`src/hw/mem_pkg.sv`:
```
package mem_pkg;

    // **********************************************************************
    // access size and shared vector types
    // **********************************************************************

    typedef enum logic [1:0] {
        access_byte = 2'd0,
        access_half = 2'd1,
        access_word = 2'd2
    } access_t;

    // data word on request and response channels
    typedef logic [31:0] data_t;

    // byte address as seen by the requester
    typedef logic [31:0] addr_t;

    // one strobe per byte lane, bit n covers bits 8n+7..8n
    typedef logic [3:0] byte_en_t;

    // configuration register index
    typedef logic [1:0] cfg_addr_t;

    // **********************************************************************
    // configuration register map
    // **********************************************************************

    // accessible range in words
    localparam cfg_addr_t CFG_LIMIT = 2'd0;

    // rejected accesses, any write clears
    localparam cfg_addr_t CFG_ERR_COUNT = 2'd1;

endpackage

```
`src/hw/store_lane_steer.sv`:
```
`timescale 1ns/10ps

module store_lane_steer
    import mem_pkg::*;
(
    input  access_t    size,
    input  logic [1:0] addr_low,
    input  data_t      wdata,
    output data_t      lane_data,
    output byte_en_t   lane_en,
    output logic       misaligned
);

    // store data is replicated over the lanes, the strobes pick the
    // lanes that actually take it
    always_comb begin
        lane_data  = wdata;
        lane_en    = '0;
        misaligned = 1'b0;

        case (size)
            access_byte: begin
                lane_data = {4{wdata[7:0]}};
                case (addr_low)
                    2'b00:   lane_en = 4'b0001;
                    2'b01:   lane_en = 4'b0010;
                    2'b10:   lane_en = 4'b0100;
                    default: lane_en = 4'b1000;
                endcase
            end

            access_half: begin
                lane_data = {2{wdata[15:0]}};
                if (addr_low[0]) begin
                    misaligned = 1'b1;
                end else if (addr_low[1]) begin
                    lane_en = 4'b1100;
                end else begin
                    lane_en = 4'b0011;
                end
            end

            access_word: begin
                if (addr_low != 2'b00) begin
                    misaligned = 1'b1;
                end else begin
                    lane_en = 4'b1111;
                end
            end

            // undefined size code, treat as a bad access
            default: begin
                misaligned = 1'b1;
            end
        endcase
    end

endmodule

```
`src/hw/load_extract.sv`:
```
`timescale 1ns/10ps

module load_extract
    import mem_pkg::*;
(
    input  access_t    size,
    input  logic [1:0] addr_low,
    input  logic       is_unsigned,
    input  data_t      word,
    output data_t      rdata
);

    data_t shifted;
    logic  fill_byte;
    logic  fill_half;

    // addressed lane moved down to bit 0
    assign shifted = word >> {addr_low, 3'b000};

    // sign bits, forced low for unsigned loads
    assign fill_byte = ~is_unsigned & shifted[7];
    assign fill_half = ~is_unsigned & shifted[15];

    always_comb begin
        case (size)
            access_byte: begin
                rdata = {{24{fill_byte}}, shifted[7:0]};
            end

            access_half: begin
                rdata = {{16{fill_half}}, shifted[15:0]};
            end

            default: begin
                rdata = word;
            end
        endcase
    end

endmodule

```
`src/hw/data_mem_ctrl.sv`:
```
`timescale 1ns/10ps

module data_mem_ctrl
    import mem_pkg::*;
#(
    parameter int DEPTH   = 1024,
    parameter int CREDITS = 4
) (
    input  logic                     clock,
    input  logic                     rst_n,
    input  logic                     req_valid,
    input  logic                     req_write,
    input  logic                     req_unsigned,
    input  access_t                  req_size,
    input  addr_t                    req_addr,
    input  data_t                    req_wdata,
    output logic                     credit_return,
    output logic                     rsp_valid,
    output logic                     rsp_err,
    output data_t                    rsp_rdata,
    input  logic [$clog2(DEPTH):0]   limit,
    output logic                     err_pulse,
    output logic [$clog2(DEPTH)-1:0] ram_addr,
    output byte_en_t                 ram_we,
    output data_t                    ram_wdata,
    input  data_t                    ram_rdata
);

    localparam int AW = $clog2(DEPTH);
    localparam int QW = (CREDITS > 1) ? $clog2(CREDITS) : 1;
    localparam int CW = $clog2(CREDITS + 1);

    // **********************************************************************
    // request queue
    // **********************************************************************

    logic    q_write    [CREDITS];
    logic    q_unsigned [CREDITS];
    access_t q_size     [CREDITS];
    addr_t   q_addr     [CREDITS];
    data_t   q_wdata    [CREDITS];

    logic [QW-1:0] wr_ptr;
    logic [QW-1:0] rd_ptr;
    logic [CW-1:0] count;
    logic          issue;

    // head issues whenever the queue holds something
    assign issue         = (count != '0);
    assign credit_return = issue;

    always_ff @(posedge clock) begin
        if (req_valid) begin
            q_write[wr_ptr]    <= req_write;
            q_unsigned[wr_ptr] <= req_unsigned;
            q_size[wr_ptr]     <= req_size;
            q_addr[wr_ptr]     <= req_addr;
            q_wdata[wr_ptr]    <= req_wdata;
        end
    end

    always_ff @(posedge clock or negedge rst_n) begin
        if (!rst_n) begin
            wr_ptr <= '0;
            rd_ptr <= '0;
            count  <= '0;
        end else begin
            if (req_valid) begin
                wr_ptr <= (wr_ptr == QW'(CREDITS - 1)) ? '0 : wr_ptr + 1'b1;
            end
            if (issue) begin
                rd_ptr <= (rd_ptr == QW'(CREDITS - 1)) ? '0 : rd_ptr + 1'b1;
            end
            count <= count + CW'(req_valid) - CW'(issue);
        end
    end

    // **********************************************************************
    // issue stage
    // **********************************************************************

    addr_t    head_addr;
    byte_en_t lane_en;
    logic     misaligned;
    logic     out_of_range;
    logic     reject;

    assign head_addr = q_addr[rd_ptr];

    store_lane_steer steer_i (
        .size       (q_size[rd_ptr]),
        .addr_low   (head_addr[1:0]),
        .wdata      (q_wdata[rd_ptr]),
        .lane_data  (ram_wdata),
        .lane_en    (lane_en),
        .misaligned (misaligned)
    );

    // word index compared in full so high addresses never alias
    assign out_of_range = (head_addr[31:2] >= 30'(limit));
    assign reject       = misaligned | out_of_range;

    assign ram_addr  = head_addr[AW+1:2];
    assign ram_we    = (issue && q_write[rd_ptr] && !reject) ? lane_en : '0;
    assign err_pulse = issue & reject;

    // **********************************************************************
    // read pipeline and response
    // **********************************************************************

    logic       p_valid;
    logic       p_write;
    logic       p_unsigned;
    logic       p_err;
    access_t    p_size;
    logic [1:0] p_addr_low;
    data_t      load_data;

    always_ff @(posedge clock) begin
        p_write    <= q_write[rd_ptr];
        p_unsigned <= q_unsigned[rd_ptr];
        p_err      <= reject;
        p_size     <= q_size[rd_ptr];
        p_addr_low <= head_addr[1:0];
    end

    load_extract extract_i (
        .size        (p_size),
        .addr_low    (p_addr_low),
        .is_unsigned (p_unsigned),
        .word        (ram_rdata),
        .rdata       (load_data)
    );

    always_ff @(posedge clock or negedge rst_n) begin
        if (!rst_n) begin
            p_valid   <= 1'b0;
            rsp_valid <= 1'b0;
            rsp_err   <= 1'b0;
            rsp_rdata <= '0;
        end else begin
            p_valid   <= issue;
            rsp_valid <= p_valid;
            rsp_err   <= p_valid & p_err;
            // stores and rejections answer with zero data
            rsp_rdata <= (p_valid && !p_write && !p_err) ? load_data : '0;
        end
    end

endmodule

```
`config.mk`:
```
export PLATFORM = sky130hd
export DESIGN_NAME = data_mem_ctrl
export DESIGN_NICKNAME = d
export VERILOG_FILES = /design/src/hw/mem_pkg.sv /design/src/hw/store_lane_steer.sv /design/src/hw/load_extract.sv /design/src/hw/data_mem_ctrl.sv
export SDC_FILE = /design/constraint.sdc
export NUM_CORES = 1
export LEC_CHECK = 0
export ABC_CLOCK_PERIOD_IN_PS = 3990
export BUFFER_PORTS_ARGS = -buffer_cell sky130_fd_sc_hd__buf_2
export CAP_MARGIN = 30
export CORE_MARGIN = 2
export CORE_UTILIZATION = 53
export CTS_BUF_LIST = sky130_fd_sc_hd__clkbuf_4
export DETAILED_ROUTE_END_ITERATION = 16
export PLACE_DENSITY = 0.78
export SYNTH_ARGS = -nofsm -noshare
export SYNTH_HDL_FRONTEND = slang
export SYNTH_SLANG_ARGS = --single-unit
```
`constraint.sdc`:
```
create_clock -name clock -period 3.99 [get_ports clock]
set_input_delay 0.9975 -clock clock [delete_from_list [all_inputs] [get_ports clock]]
set_output_delay 0.9975 -clock clock [all_outputs]
set_load 0.03 [all_outputs]
```
==> impl_metrics.toml <==
[critical_path]
critPathCapture = "ram_we[1]"
cp.required_ps = 2990
worstSetupPathType = "register to output pin"
cp-end-kind = "output pin"
r2r_start = "rd_ptr[0]"
r2r_end = "p_err"
worst_setup_path_start_kind = "register"
r2r_cells = 11
worst_ep_arrival_time_ps = 3610
cp-startpoint = "rd_ptr[0]"
path_max_fanout = 5
rrSetupSlack_ps = 1400

[worst_hold_path]
min_path_type = "input pin to asynchronous set/reset pin"

[floorplanning]
die_area_um2 = 25000
die_h_um = 158
num_rows = 56
io_pins = 196
initial_core_util = 0.538
core_um2 = 23400
die_w_um = 158

[placement]
place_congestion = 0.855
hpwl_mm = 17.3
placed_area_um2 = 14000
place_worst_setup_slack_ps = -133
port_buffers = 195
dp_cells = 1193

[global_route]
grt_max_degree = 51
grt_first_pass_wirelength_mm = 40.1
grt_pass1_vias = 7477
antenna_found_initial = 8
track_usage = 0.216
gr-total-overflow = 0

[synth]
syn-cell-area_um2 = 12600
syn_nets = 827
synthArstFlopShare = 0.131
synth_edf_count = 272
yosys_warnings = 0
synth.distinct_cells = 53
synth-seq-cells = 321
postSynthAreaPerCell_um2 = 18.1
synth_ff_type = "edfxtp_1"
synth.yosys.seq_area_share = 0.743
synth_top_area_frac = 0.649
synth_common_cells = "272 x edfxtp_1, 49 x mux4_2, 42 x dfrtp_1"
synthTopCellsByArea = "edfxtp_1 65%, mux4_2 8.8%, dfrtp_1 8.3%"
netlist_instances = 694
synth_top_area_cell = "edfxtp_1"
yosysMostFrequentCell = "edfxtp_1"

[status]
failed_checks = "negative setup slack"
status = "complete, but fails checks"

[timing]
layout_min_cycle_time_ps = 4610
finalSetupViolations = 5
setup_ws_ps = -616
fmax_ghz = 0.217
finalHoldViolCount = 0
worst_slew_pin_slew_ps = 738
grt_setup_unrepaired = "yes"
fin_crit_sh = 1.15
hold_ws_ps = 148
drv_slew = 0
relSlewSlack = 0.508
tns_ps = -2640
final.setup_skew_ps = 35.8

[clock_tree]
clk_transition_reported_paths_ps = 60
cts-root-buf = "clkbuf_4"
cts_made_buffers = 78
clk_path_buf_depth = 3
cts_sinks = 321
cts_tree = "built"
htree_num_levels = 3
insertion_delay_ps = 680

[route]
wire_per_inst_um = 20.1
first_iter_violations = 495
drc = 0
ant_nets = 0
via_per_inst = 5.43
drt_wl_total_mm = 26.9
vias = 7244
first_pass_iters = 5

[power]
p_comb_frac = 0.407
finalPower_mw = 11.6
p_switching_mw = 4.13
peakVddDrop_mv = 0.865
p_int_mw = 7.48
power_switching_share = 0.356
power.density_nw_per_um2 = 754
p_seq_frac = 0.383
clkPwrFrac = 0.210
p_leak_nw = 5.98

[final_layout]
drive_above_1_share = 0.443
final_nets = 1105
final.fill_count = 1680
final_cells = 1335
fin_util = 0.658
syn_to_final_growth_pct = 22.3
final_cell_area_um2 = 15400

[job]
drv_cap = 0
## critical path: stages, from the launching register on
cell and delay, ps:
dfrtp_4 500, buf_12 150, mux4_2 470, ha_4 230, a211o_1 280, o211ai_1 110, a31oi_1 140, o31ai_2 190
buf_4 160, nor4b_4 190, buf_4 180, nor3b_4 190, buf_6 150
## cells in the final DEF, fill, tap and decap left out, types with 5 or more instances in the layout
cell type,count
a21oi_1,35
a22oi_1,8
buf_12,7
buf_2,177
buf_4,29
buf_6,19
clkbuf_4,110
clkinv_1,5
dfrtp_1,40
dfxtp_1,7
edfxtp_1,272
ha_1,15
inv_1,35
mux2_1,5
mux2_2,5
mux2_4,8
mux2i_1,16
mux4_2,49
nand2_1,26
nor2_1,18
nor2b_1,5
nor3_1,5
nor4_1,15
o21ai_0,10
o21ai_1,11
o221a_2,7
## logic make-up (layout without fill, tap and decap cells)
kind of cell / after synthesis / after routing / synth area share
flops: 321 / 321 / 0.743
simple gates: 100 / 100 / 0.0423
compound gates: 89 / 89 / 0.0455
mux: 85 / 85 / 0.118
buf+inv: 77 / 395 / 0.0293
fa+ha+maj: 19 / 19 / 0.0195
xor+xnor: 3 / 3 / 0.00209
other cells: 0 / 4 / 0
## power by group through the flow
stage	clock, mW	combinational, mW	sequential, mW
after CTS	2.51	4.56	4.46
after global routing	2.68	5.04	4.49
after global placement	0	4.02	4.53
after floorplan	0	3.10	4.45
final	2.43	4.73	4.45
after detailed placement	0	4.08	4.56
## metal layers
layer	global-route usage	up-vias	wire, µm
li1	-	3316	-
met1	0.270	3539	10800
met2	0.362	320	13300
met3	0.0671	61	2110
met4	0.0729	8	580
met5	0	-	55
## flip-flops by register name, indices dropped and copies added, names as in the netlist
signal / cells
rsp_err: 1
p_valid: 1
p_addr_low: 2
p_unsigned: 1
wr_ptr: 2
count: 3
q_wdata: 128
q_write: 4
p_err: 1
q_unsigned: 4
rsp_rdata: 32
q_addr: 128
rd_ptr: 2
rsp_valid: 1
p_write: 1
p_size: 2
q_size: 8
## layout make-up
type,count,area [µm²],share of cell area
diodes,4,10.0,0.000650
clock buffers,109,818,0.0531
clock inverters,11,63.8,0.00414
inverters,36,135,0.00878
multi-input cells,296,3000,0.195
flip-flops and latches,321,9370,0.608
well taps,319,399,0.0259
repair buffers,239,1600,0.104
## timing repair
| item | 4_1_cts | 5_1_grt |
|---|---|---|
| hold buffers | 0 | 0 |
| cloned | 0 | 1 |
| setup buffers | 10 | 7 |
| resized for setup | 58 | 19 |
| endpoints found under the setup margin | 29 | 26 |
## worst min path at each step
stage	end	start	slack [ps]
after floorplan	rsp_valid	p_valid	380
after global placement	rsp_valid	p_valid	390
after detailed placement	rsp_valid	p_valid	420
after CTS	rsp_rdata[9]	rst_n	430
after global routing	rsp_rdata[14]	rst_n	80
final	rsp_rdata[21]	rst_n	150
No activity file was read; power rests on OpenSTA's default activity.
