===== config.mk =====
export PLATFORM = sky130hd
export DESIGN_NAME = mem_cfg_regs
export DESIGN_NICKNAME = d
export VERILOG_FILES = /design/src/hw/mem_pkg.sv /design/src/hw/mem_cfg_regs.sv
export SDC_FILE = /design/constraint.sdc
export NUM_CORES = 1
export LEC_CHECK = 0
export BUFFER_PORTS_ARGS = -buffer_cell sky130_fd_sc_hd__buf_2
export CAP_MARGIN = 20
export CORE_MARGIN = 3
export CORE_UTILIZATION = 40
export DETAILED_ROUTE_END_ITERATION = 7
export PLACE_DENSITY = 0.7
export SLEW_MARGIN = 20
export SYNTH_ARGS = -nofsm -noshare
export SYNTH_HDL_FRONTEND = slang
export SYNTH_SLANG_ARGS = --single-unit

===== constraint.sdc =====
create_clock -name clock -period 1.9 [get_ports clock]
set_input_delay 0.285 -clock clock [delete_from_list [all_inputs] [get_ports clock]]
set_output_delay 0.285 -clock clock [all_outputs]
set_load 0.01 [all_outputs]

===== src/hw/mem_pkg.sv =====
package mem_pkg;

    // **********************************************************************
    // access size and shared vector types
    // **********************************************************************

    typedef enum logic [1:0] {
        access_byte = 2'd0,
        access_half = 2'd1,
        access_word = 2'd2
    } access_t;

    // data word on request and response channels
    typedef logic [31:0] data_t;

    // byte address as seen by the requester
    typedef logic [31:0] addr_t;

    // one strobe per byte lane, bit n covers bits 8n+7..8n
    typedef logic [3:0] byte_en_t;

    // configuration register index
    typedef logic [1:0] cfg_addr_t;

    // **********************************************************************
    // configuration register map
    // **********************************************************************

    // accessible range in words
    localparam cfg_addr_t CFG_LIMIT = 2'd0;

    // rejected accesses, any write clears
    localparam cfg_addr_t CFG_ERR_COUNT = 2'd1;

endpackage


===== src/hw/mem_cfg_regs.sv =====
`timescale 1ns/10ps

module mem_cfg_regs
    import mem_pkg::*;
#(
    parameter int DEPTH = 1024
) (
    input  logic                   clock,
    input  logic                   rst_n,
    input  logic                   cfg_we,
    input  cfg_addr_t              cfg_addr,
    input  data_t                  cfg_wdata,
    output data_t                  cfg_rdata,
    input  logic                   err_pulse,
    output logic [$clog2(DEPTH):0] limit
);

    localparam int AW = $clog2(DEPTH);

    data_t err_count;
    logic  limit_wr;
    logic  count_clr;

    assign limit_wr  = cfg_we && (cfg_addr == CFG_LIMIT);
    assign count_clr = cfg_we && (cfg_addr == CFG_ERR_COUNT);

    // **********************************************************************
    // limit register, in words
    // **********************************************************************

    always_ff @(posedge clock or negedge rst_n) begin
        if (!rst_n) begin
            limit <= (AW+1)'(DEPTH);
        end else if (limit_wr) begin
            limit <= cfg_wdata[AW:0];
        end
    end

    // **********************************************************************
    // rejected-access counter
    // **********************************************************************

    // a clear wins over a rejection in the same cycle
    always_ff @(posedge clock or negedge rst_n) begin
        if (!rst_n) begin
            err_count <= '0;
        end else if (count_clr) begin
            err_count <= '0;
        end else if (err_pulse && (err_count != '1)) begin
            err_count <= err_count + 32'd1;
        end
    end

    // readback
    always_comb begin
        case (cfg_addr)
            CFG_LIMIT:     cfg_rdata = data_t'(limit);
            CFG_ERR_COUNT: cfg_rdata = err_count;
            default:       cfg_rdata = '0;
        endcase
    end

endmodule


==> impl_results.md, run 1 <==
* Fraction of registers with async set/reset at 1.00
* Initial antenna violation count at 0
* Wirelength, routed at roughly 6400 um
* Reg2reg end: err_count[12]$_DFFE_PN0P_
* Placement row count at 28
* Clk pin slew, worst setup/hold paths at about 0.080 ns
* Count of distinct cell types in the synthesized netlist at a little under 50
* Number of enable flip-flop cells after synthesis at 0
* Nets@finish at slightly above 400
* Result of the run: finished, final reports clean
* CTS Hold Bufs at 0
* Post-route clock skew at 0.00610 ns
* Final estimated routing congestion in global placement at between 0.8 and 0.9
* Cell leakage power at roughly 1.7 nW
* Top cells by area, synth: sky130_fd_sc_hd__dfrtp_1, sky130_fd_sc_hd__mux2i_1, sky130_fd_sc_hd__and2_1
* Global-route wire length before repair at 10800 um
* Power per Cell Area at approximately 620 nW/um2
* Area growth from synthesis to final layout at 32.4%
* Unrepaired setup endpoints after global routing: yes
* Worst vdd ir at 0.429 mV
* Core outline area at approximately 6000 um2
* Pin slew with the least headroom to its limit at roughly 0.64 ns
* Antenna diode count at 0
* Post-synthesis instance total at 270
* # fillers at 547
* Sequential cell area fraction in the yosys report at 0.416
* Detailed router's first-iteration violation count at between 100 and 150
* Number of synthesis warnings at 0
* Number of CTS-inserted buffers at 5
* CTS tree: built
* Number of routed nets with antenna violations at 0
* Series of cell instances along the critical path: nand3_4, or4_4, o311ai_4, nor2_2, mux2_4
* CTS root buf: sky130_fd_sc_hd__clkbuf_8
* Vias in the first global route at roughly 2400
* Fin util at 0.563
* Placed wire-length estimate at roughly 4900 um
* Aggregate global-route resource usage at 0.178
* Startpoint type of the worst setup path: flip-flop
* Maximum buffer depth of the clock tree at 2
* I/O Buffers at 59
* Number of instances in the placed design at roughly 440
* Max-slew headroom at 0.570
* Die outline width at 86.5 um
* Clock latency at the later pin of the worst-skew pair at 0.30 ns
* Total via count in the routed design at between 2000 and 2500
* Setup violations, final at 0
* Worst-path fanout max at 4
* Hold WC Path Type: in2async
* Critical Path Slowest Stage Cell: sky130_fd_sc_hd__or4_4
* CP max stage delay at ~0.60 ns
* Min Tclk post-route at roughly 1.9 ns
* Max-cap violation count at 0
* Area fraction of the dominant cell type after synthesis at 0.406
* Netlist Area Pre-Place at ~2600 um2
* Final critical-path share of the clock period at 0.992
* Mapped Avg Cell Area at between 9 and 10 um2
* Start-to-end type of the worst setup path: reg2reg
* Synthesized flop and latch total at 43
* Setup Total Neg Slack at 0 ns
* H-tree level count at 2
* Fin. max-slew vios at 0
* Number of hold violations in the final report at 0
* Pre-Repair DR Iteration Count at 4
* Non-Filler Instances at 450
* Most common library cells after synthesis: sky130_fd_sc_hd__dfrtp_1, sky130_fd_sc_hd__nor2_1, sky130_fd_sc_hd__and2_1
* Die Height at 86.5 um
* Ratio of cells with drive above 1 in the final layout at 0.421
* Register-to-register path setup slack at approximately 0.016 ns
* Maximum number of pins on one net before global-route repair at 29
* Average wire per standard cell at around 14 um
* Aggregate global routing overflow at 0
* Via-per-instance ratio at between 5 and 6
* Most frequent cell after synthesis: sky130_fd_sc_hd__dfrtp_1
* Data arrival, critical path at 2.08 ns
* Post-detailed-route DRC marker count at 0
* Number of primary I/O pins at slightly above 80
* Synth Flop Type: sky130_fd_sc_hd__dfrtp_1
* Cell depth of the worst flop-to-flop path at 5
* Worst flop-to-flop path startpoint: err_count[22]$_DFFE_PN0P_
* Post-Syn Nets at around 310
* Data required time of the critical path at 2.09 ns
* Critical path capture point type: flip-flop
* Num Clock Sinks at 43
* Starting utilization of the core area at 0.425
* Biggest area consumer among synthesized cells: sky130_fd_sc_hd__dfrtp_1
* Max Fclk at about 0.53 GHz
* Full die area at 7480 um2
placed cells by master (no fill, tap or decap), drive strengths merged, types with 4 or more instances in the layout:
cell    synthesis  layout
a21oi          18      18
a31oi           4       4
a41o            4       4
and2           25      25
and3            5       5
and4            6       6
buf             3     109
clkbuf          9       6
dfrtp          42      42
inv             6       6
mux2           12      12
mux2i          15      15
nand2          18      18
nand3          13      13
nand4           8       8
nor2           26      26
o21ai          14      14
or3            13      13
xnor2           4       4
timing repair:
item | in CTS | in global routing
cloned | 0 | 0
setup buffers | 3 | 0
pin swaps | 3 | 6
setup endpoints to repair | 2 | 18
resized for setup | 1 | 13
cells by family (layout without fill, tap and decap cells):
| logic type | count (synthesis) | in the layout | share of synthesized area |
|---|---|---|---|
| buffers and inverters | 18 | 123 | 0.0280 |
| DFF | 43 | 43 | 0.416 |
| muxes | 27 | 27 | 0.112 |
| AOI/OAI and AO/OA | 51 | 51 | 0.141 |
| and+or+nand+nor | 125 | 125 | 0.282 |
| adders and majority gates | 1 | 1 | 0.00483 |
| xor gates and xnor gates | 5 | 5 | 0.0169 |
area by class of cell:
cell class	instances	area, um2	area share
Clock buffer	6	72.6	0.0212
Clock inverter	2	12.5	0.00365
Inverter	6	22.5	0.00656
Multi-Input combinational cell	209	1470	0.429
Sequential cell	43	1080	0.314
Tap cell	75	93.8	0.0274
Timing Repair Buffer	109	678	0.198
stage by stage:
step,hold slack [ns],worst slack (ns),power [mW],instance area (um2)
2_1_floorplan,-0.0106,-0.00346,1.33,2590
3_3_place_gp,0.336,0.00392,1.54,3280
3_5_place_dp,0.356,-0.00922,1.56,3280
4_1_cts,0.0218,0.00433,2.14,3400
5_1_grt,0.0408,-0.0523,2.24,3430
6_report,0.00349,0.0158,2.12,3430
critical path: cells and delay by family (launching register included):
kind,cells,cell delay (ns)
mux,1,0.29
simple gates,3,0.77
compound gates,1,0.32
flops,1,0.39
per-layer routing:
metal / routed length (um) / track usage / up-vias / part of all wire
li1: - / - / 1188 / -
met5: 0 / 0 / - / 0
met1: 2830 / 0.227 / 1173 / 0.44
met4: 100 / 0.0538 / 0 / 0.016
met3: 289 / 0.0266 / 10 / 0.045
met2: 3220 / 0.309 / 57 / 0.50
worst max-delay path by stage:
stage                                 to  cells past startpoint  slack (ns)                       from
2_1_floorplan  err_count[12]$_DFFE_PN0P_                      5      -0.003  err_count[24]$_DFFE_PN0P_
3_3_place_gp   err_count[12]$_DFFE_PN0P_                      5       0.004  err_count[27]$_DFFE_PN0P_
4_1_cts        err_count[12]$_DFFE_PN0P_                      5       0.004  err_count[22]$_DFFE_PN0P_
6_report       err_count[12]$_DFFE_PN0P_                      5        0.02  err_count[22]$_DFFE_PN0P_
5_1_grt        err_count[19]$_DFFE_PN0P_                      8       -0.05  err_count[23]$_DFFE_PN0P_
3_5_place_dp   err_count[12]$_DFFE_PN0P_                      5      -0.009  err_count[29]$_DFFE_PN0P_
sequential cells by signal (all words and copies together) (netlist names):
| name | cells |
|---|---|
| err_count | 32 |
| limit | 11 |
where the power goes:
part | switching [mW] | internal, mW | total, mW
registers | 0.0839 | 1.01 | 1.09
clock network | 0.315 | 0.257 | 0.572
logic | 0.233 | 0.225 | 0.458
total | 0.632 | 1.49 | 2.12
(Power assumes the default switching activity.)
==> run 2, diff against run 1 <==
- ABC_AREA: not set -> 1
- PLACE_DENSITY: 0.7 -> 0.68
==> run 2 against run 1 <==
Effect of this change:
- worst setup slack better by 0.12 ns
- flip-flop and latch count is the same
- highest routed layer unchanged
- synthesized area up 16%
- largest cell class unchanged
- hold slack improved by 0.20 ns
- via count rose by 20%
- clock power up 34%
==> impl_results.md, run 2 <==
* Commonest non-fill, non-tap cell in the layout: sky130_fd_sc_hd__nand2_1
* Sequential cell area fraction in the yosys report at 0.357 (-0.0586)
* Number of hold violations in the final report at 0 (unchanged)
* Full die area at 8620 um2 (+15%)
* Wirelength, routed at 7980 um (+24%)
* Min Tclk post-route at 1.77 ns (-0.116 ns)
* Power per Cell Area at 632 nW/um2 (+2.3%)
* Start-to-end type of the worst setup path: reg2reg
* Final critical-path setup slack at 0.132 ns (+0.116 ns)
* Hold WC Path Type: in2reg
* Clock latency at the later pin of the worst-skew pair at 0.31 ns (about the same)
* Critical path capture point type: flip-flop
* Initial antenna violation count at 0 (unchanged)
* Worst-path fanout max at 8 (+4)
* Post-detailed-route DRC marker count at 0 (unchanged)
* Total via count in the routed design at 2914 (+20%)
* Placement row count at 31 (+11%)
* Most common library cells after synthesis: sky130_fd_sc_hd__nand2_1, sky130_fd_sc_hd__nor2_1, sky130_fd_sc_hd__dfrtp_1
* H-tree level count at 2 (unchanged)
* Nets@finish at 517 (+25%)
* CTS tree: built
* Hold slack final at 0.199 ns (+0.196 ns)
* Post-synthesis instance total at 410 (+52%)
* Final estimated routing congestion in global placement at 0.948 (+18%)
* Via-per-instance ratio at 5.04 (-6.6%)
* Most frequent cell after synthesis: sky130_fd_sc_hd__nand2_1
* Max-cap violation count at 0 (unchanged)
* Num Clock Sinks at 43 (unchanged)
* Data required time of the critical path at 2.14 ns (+0.05 ns)
* Result of the run: finished, final reports clean
* # fillers at 759 (+39%)
* Pin slew with the least headroom to its limit at 0.505 ns (-0.140 ns)
* Setup Total Neg Slack at 0 ns (unchanged)
* Cell leakage power at 1.69 nW (+1.3%)
* Data arrival, critical path at 2.01 ns (-0.07 ns)
* Worst vdd ir at 0.280 mV (-35%)
* Number of CTS-inserted buffers at 5 (unchanged)
* Starting utilization of the core area at 0.414 (-0.0114)
* Post-Syn Nets at 449 (+45%)
* Fin util at 0.495 (-0.0681)
* Ratio of cells with drive above 1 in the final layout at 0.282 (-0.139)
* I/O Buffers at 59 (unchanged)
* Top cells by area, synth: sky130_fd_sc_hd__dfrtp_1, sky130_fd_sc_hd__nand2_1, sky130_fd_sc_hd__nor2_1
* Max-slew headroom at 0.663 (+0.0933)
* Die Height at 92.8 um (+7.3%)
* Mapped Avg Cell Area at 7.36 um2 (-23%)
* Maximum buffer depth of the clock tree at 2 (unchanged)
* Final Power at 2.28 mW (+7.6%)
* Vias in the first global route at 2766 (+16%)
* Maximum number of pins on one net before global-route repair at 27 (-6.9%)
* Startpoint type of the worst setup path: flip-flop
* Max Fclk at 0.566 GHz (+6.6%)
* Area growth from synthesis to final layout at 19.6%
* Number of primary I/O pins at 81 (unchanged)
* Die outline width at 92.8 um (+7.3%)
* Average wire per standard cell at 13.8 um (-3.5%)
* Fin. max-slew vios at 0 (unchanged)
* Synth Flop Type: sky130_fd_sc_hd__dfrtp_1
* Fraction of registers with async set/reset at 1.00 (unchanged)
* Final critical-path share of the clock period at 0.931 (-0.0611)
* Netlist Area Pre-Place at 3020 um2 (+16%)
* Commonest cells after routing, fill and taps aside: sky130_fd_sc_hd__nand2_1, sky130_fd_sc_hd__nor2_1, sky130_fd_sc_hd__buf_2, sky130_fd_sc_hd__dfrtp_1, sky130_fd_sc_hd__nand3_1
* Antenna diode count at 0 (unchanged)
* Unrepaired setup endpoints after global routing: no
* Count of distinct cell types in the synthesized netlist at 33 (-33%)
* Number of routed nets with antenna violations at 0 (unchanged)
* Aggregate global-route resource usage at 0.189 (+0.0117)
* Setup violations, final at 0 (unchanged)
* Biggest area consumer among synthesized cells: sky130_fd_sc_hd__dfrtp_1
* Number of enable flip-flop cells after synthesis at 0 (unchanged)
* Pre-Repair DR Iteration Count at 5 (+1)
* Global-route wire length before repair at 13100 um (+22%)
* Flip-flop count of the largest register, all copies and words added at 32 (unchanged)
* Core outline area at 7290 um2 (+20%)
* Placement-stage worst setup slack at 0.0855 ns (+0.0947 ns)
* Number of synthesis warnings at 0 (unchanged)
* Placed wire-length estimate at 5950 um (+22%)
* Largest register by flop count: err_count
* Clk pin slew, worst setup/hold paths at 0.09 ns (about the same)
* Synthesized flop and latch total at 43 (unchanged)
* Post-route clock skew at 0.0101 ns (+0.00397 ns)
* Aggregate global routing overflow at 0 (unchanged)
* Area fraction of the dominant cell type after synthesis at 0.348 (-0.0572)
* Detailed router's first-iteration violation count at 246 (+86%)
* CTS root buf: sky130_fd_sc_hd__clkbuf_8
* Biggest regs: err_count: 32 flops, limit: 11 flops
run 2: cell count changes after synthesis, sizes merged, moves of 13 or more:
cell / change
nand2: +117
a21oi: -18
or3: -13
inv: +29
mux2i: -15
nor2: +45
and2: -24
nand3: +39
run 2: metal layers:
| metal | share of wire | routed length, um | GRT usage | vias up |
|---|---|---|---|---|
| met5 | 0 | 0 | 0 | - |
| met4 | 0.012 | 99 | 0.0549 | 0 |
| met3 | 0.053 | 425 | 0.0227 | 10 |
| met2 | 0.49 | 3950 | 0.328 | 80 |
| met1 | 0.44 | 3510 | 0.248 | 1378 |
| li1 | - | - | - | 1446 |
run 2: what timing repair did:
item                       CTS  global route
gates resized for setup      0             5
setup buffers                0             3
setup endpoints to repair    0            16
hold buffers                 1             0
hold endpoints to repair    19             0
run 2: kinds of logic after synthesis:
logic type                 Yosys count  share of synthesized area
AOI/OAI and AO/OA                   29                     0.0680
xor gates and xnor gates            13                     0.0377
adders and majority gates            1                    0.00415
buffers and inverters               48                     0.0796
DFF                                 43                      0.357
muxes                               11                     0.0411
and+or+nand+nor                    265                      0.412
run 2: worst paths after layout:
path	startpoint	endpoint	slack [ns]	cells past startpoint
min in group asynchronous	rst_n	err_count[11]$_DFFE_PN0P_	0.47	2
worst min register to register	limit[4]$_DFFE_PN0P_	limit[4]$_DFFE_PN0P_	0.54	1
worst max register to register	err_count[1]$_DFFE_PN0P_	err_count[14]$_DFFE_PN0P_	0.13	10
max in group asynchronous	rst_n	err_count[4]$_DFFE_PN0P_	0.93	3
worst max-delay path	err_count[1]$_DFFE_PN0P_	err_count[14]$_DFFE_PN0P_	0.13	10
worst min-delay path	cfg_wdata[1]	limit[1]$_DFFE_PN0P_	0.20	2
run 2: metrics by stage:
step | instance area, um2 | cells
after floorplan | 3020 | 410
final | 3610 | 578
after global routing | 3610 | 578
after detailed placement | 3440 | 565
after CTS | 3570 | 574
after global placement | 3440 | 565
run 2: power by group:
part | switching [mW] | leakage, nW | total (mW) | internal (mW)
sequential | 0.0779 | 0.571 | 1.07 | 0.996
clock | 0.368 | 0.0587 | 0.767 | 0.399
combinational | 0.247 | 1.06 | 0.440 | 0.193
run 2: critical path, stage by stage, from the launching register on:
cell and delay (ns):
sky130_fd_sc_hd__dfrtp_1 0.37, sky130_fd_sc_hd__ha_2 0.21, sky130_fd_sc_hd__nand2_1 0.09, sky130_fd_sc_hd__nor2_4 0.19, sky130_fd_sc_hd__nand2_4 0.10, sky130_fd_sc_hd__nor2_8 0.14, sky130_fd_sc_hd__nand2_4 0.12, sky130_fd_sc_hd__nand2_8 0.14
sky130_fd_sc_hd__buf_4 0.17, sky130_fd_sc_hd__nand3_1 0.10, sky130_fd_sc_hd__o21ai_2 0.07
run 2: layout make-up:
| class | count | area (um2) | share of cell area |
|---|---|---|---|
| multi-input combinational | 320 | 1720 | 0.476 |
| inverter | 35 | 131 | 0.0364 |
| sequential | 43 | 1080 | 0.299 |
| clock inverter | 3 | 47.5 | 0.0132 |
| clock buffer | 5 | 68.8 | 0.0191 |
| tap | 99 | 124 | 0.0343 |
| timing repair buffer | 73 | 440 | 0.122 |
==> run 3, diff against run 2 <==
- CELL_PAD_IN_SITES_DETAIL_PLACEMENT: not set -> 0
- CELL_PAD_IN_SITES_GLOBAL_PLACEMENT: not set -> 1
- CORE_UTILIZATION: 40 -> 34
- PLACE_DENSITY: 0.68 -> 0.79
==> run 3 against run 2 <==
Effect of this change:
- core utilization shrank 6.6 points
- design area about the same
- count of clock-buffer cells in the layout grew 2
- largest cell class unchanged
==> impl_results.md, run 3 (same netlist as run 2, synthesis figures left out) <==
* Result of the run: finished, final reports clean
* Commonest non-fill, non-tap cell in the layout: sky130_fd_sc_hd__nand2_1
* Largest register by flop count: err_count
* Max Fclk at 0.573 GHz (+1.3%)
* H-tree level count at 2 (unchanged)
* Power per Cell Area at 614 nW/um2 (-2.9%)
* Post-detailed-route DRC marker count at 0 (unchanged)
* Placement row count at 33 (+6.5%)
* Average wire per standard cell at 13.9 um (+0.68%)
* Detailed router's first-iteration violation count at 165 (-33%)
* Clock latency at the later pin of the worst-skew pair at 0.30 ns (about the same)
* Placement-stage worst setup slack at 0.142 ns (+0.0566 ns)
* Setup Total Neg Slack at 0 ns (unchanged)
* Start-to-end type of the worst setup path: reg2reg
* Starting utilization of the core area at 0.358 (-0.0556)
* Final Instance Area at 3610 um2 (about the same)
* Critical path capture point type: flip-flop
* Max-slew headroom at 0.631 (-0.0324)
* Setup violations, final at 0 (unchanged)
* Wirelength, routed at 8140 um (+1.9%)
* Pre-Repair DR Iteration Count at 5 (unchanged)
* Vias in the first global route at 2698 (-2.5%)
* Via-per-instance ratio at 4.85 (-3.7%)
* Commonest cells after routing, fill and taps aside: sky130_fd_sc_hd__nand2_1, sky130_fd_sc_hd__nor2_1, sky130_fd_sc_hd__buf_2, sky130_fd_sc_hd__dfrtp_1, sky130_fd_sc_hd__nand3_1
* Num Clock Sinks at 43 (unchanged)
* Series of cell instances along the critical path: ha_1, nand2_1, nor2_4, nand2_4, nor2_8, nand2_4, nand2_8, inv_1, nand3_1, nand2_1
* CTS tree: built
* Post-route clock skew at 0.0107 ns (+0.000605 ns)
* Pin slew with the least headroom to its limit at 0.554 ns (+0.0486 ns)
* Ratio of cells with drive above 1 in the final layout at 0.275 (-0.00684)
* Gate family responsible for the most delay along the worst path: simple AND/OR/NAND/NOR gates
* Number of CTS-inserted buffers at 5 (unchanged)
* Clk pin slew, worst setup/hold paths at 0.09 ns (about the same)
* Maximum number of pins on one net before global-route repair at 39 (+44%)
* Min Tclk post-route at 1.74 ns (-0.0231 ns)
* Max-cap violation count at 0 (unchanged)
* I/O Buffers at 59 (unchanged)
* Worst vdd ir at 0.356 mV (+27%)
* Final critical-path share of the clock period at 0.918 (-0.0122)
* Startpoint type of the worst setup path: flip-flop
* Initial antenna violation count at 0 (unchanged)
* Buffer and inverter count on the worst path at 1 (unchanged)
* Unrepaired setup endpoints after global routing: no
* Final estimated routing congestion in global placement at 0.852 (-10%)
* Fin util at 0.428 (-0.0663)
* Aggregate global-route resource usage at 0.171 (-0.0179)
* Aggregate global routing overflow at 0 (unchanged)
* Total via count in the routed design at 2839 (-2.6%)
* Cell leakage power at 1.69 nW (+0.27%)
* Die Height at 100 um (+7.9%)
* Number of instances in the placed design at 576 (+1.9%)
* Total cell area at the placement stage at 3480 um2 (+1.3%)
* Global-route wire length before repair at 13800 um (+5.2%)
* Final critical-path setup slack at 0.155 ns (+0.0231 ns)
* Number of primary I/O pins at 81 (unchanged)
* Non-Filler Instances at 585 (+1.2%)
* Flip-flop count of the largest register, all copies and words added at 32 (unchanged)
* Number of routed nets with antenna violations at 0 (unchanged)
* Data required time of the critical path at 2.09 ns (-0.05 ns)
* Core outline area at 8420 um2 (+16%)
* Area growth from synthesis to final layout at 19.6% (about the same)
* Biggest regs: err_count: 32 flops, limit: 11 flops
* CP max stage delay at 0.41 ns (+0.04 ns)
* Antenna diode count at 0 (unchanged)
* Number of hold violations in the final report at 0 (unchanged)
* Fin. max-slew vios at 0 (unchanged)
* Die outline width at 100 um (+7.9%)
* Critical Path Slowest Stage Cell: sky130_fd_sc_hd__dfrtp_1
* Data arrival, critical path at 1.94 ns (-0.07 ns)
* Maximum buffer depth of the clock tree at 2 (unchanged)
* CTS root buf: sky130_fd_sc_hd__clkbuf_8
* Placed wire-length estimate at 6290 um (+5.7%)
* Full die area at 10000 um2 (+16%)
* Nets@finish at 518 (+0.19%)
* Worst-path fanout max at 23 (+15)
* Hold WC Path Type: in2reg
run 3: cell count changes in the layout (fill, tap and decap cells not counted):
cell,delta
sky130_fd_sc_hd__ha_1,+1
sky130_fd_sc_hd__inv_6,-1
sky130_fd_sc_hd__buf_4,+2
sky130_fd_sc_hd__ha_2,-1
sky130_fd_sc_hd__nor2_2,-2
sky130_fd_sc_hd__clkinv_4,-1
sky130_fd_sc_hd__nor2_1,+1
sky130_fd_sc_hd__clkbuf_1,+2
sky130_fd_sc_hd__nor2_4,+1
sky130_fd_sc_hd__nand2_4,-1
run 3: report_power, final:
group | internal (mW) | leakage [nW] | switching (mW)
Sequential | 0.996 | 0.571 | 0.0855
Combinational | 0.178 | 1.07 | 0.231
Clock | 0.394 | 0.0524 | 0.332
run 3: what timing repair did:
item	CTS	global route
resized for setup	0	2
hold buffers	1	0
setup endpoints to repair	0	4
endpoints found under the hold margin	20	0
buffers inserted	0	0
run 3: final timing paths:
kind	from	end	slack, ns	depth (start not counted)
worst max-delay path	err_count[1]$_DFFE_PN0P_	err_count[30]$_DFFE_PN0P_	0.16	10
worst min-delay path	cfg_wdata[8]	limit[8]$_DFFE_PN0P_	0.21	2
worst max register to register	err_count[1]$_DFFE_PN0P_	err_count[30]$_DFFE_PN0P_	0.16	10
worst min register to register	err_count[0]$_DFFE_PN0P_	err_count[0]$_DFFE_PN0P_	0.51	1
max in group asynchronous	rst_n	limit[10]$_DFFE_PN1P_	0.80	3
min in group asynchronous	rst_n	limit[6]$_DFFE_PN0P_	0.51	2
run 3: layout make-up:
cell class,instances,area [um2]
Tap cell,105,131
Sequential cell,43,1080
Multi-Input combinational cell,319,1710
Clock inverter,1,30.0
Clock buffer,7,76.3
Inverter,35,131
Timing Repair Buffer,75,455
Fill cell,929,4810
run 3: metrics by stage:
stage	power, mW	hold slack, ns
finish	2.22	0.212
global route	2.33	0.206
CTS	2.24	0.204
detailed placement	1.51	0.298
global placement	1.51	0.295
floorplan	1.34	-0.0106
run 3: worst reg2reg max path: stages (launching register included):
cell                      delay [ns]
sky130_fd_sc_hd__dfrtp_1        0.41
sky130_fd_sc_hd__ha_1           0.23
sky130_fd_sc_hd__nand2_1        0.11
sky130_fd_sc_hd__nor2_4         0.13
sky130_fd_sc_hd__nand2_4        0.09
sky130_fd_sc_hd__nor2_8         0.13
sky130_fd_sc_hd__nand2_4        0.09
sky130_fd_sc_hd__nand2_8        0.18
sky130_fd_sc_hd__inv_1          0.12
sky130_fd_sc_hd__nand3_1        0.09
sky130_fd_sc_hd__nand2_1        0.05
run 3: metal layers:
metal	global-route usage	vias up	wire (um)	share of wire
met3	0.0188	5	345	0.042
met2	0.273	62	3840	0.47
met4	0.0435	0	84	0.010
met1	0.248	1328	3870	0.48
met5	0	-	0	0
li1	-	1444	-	-
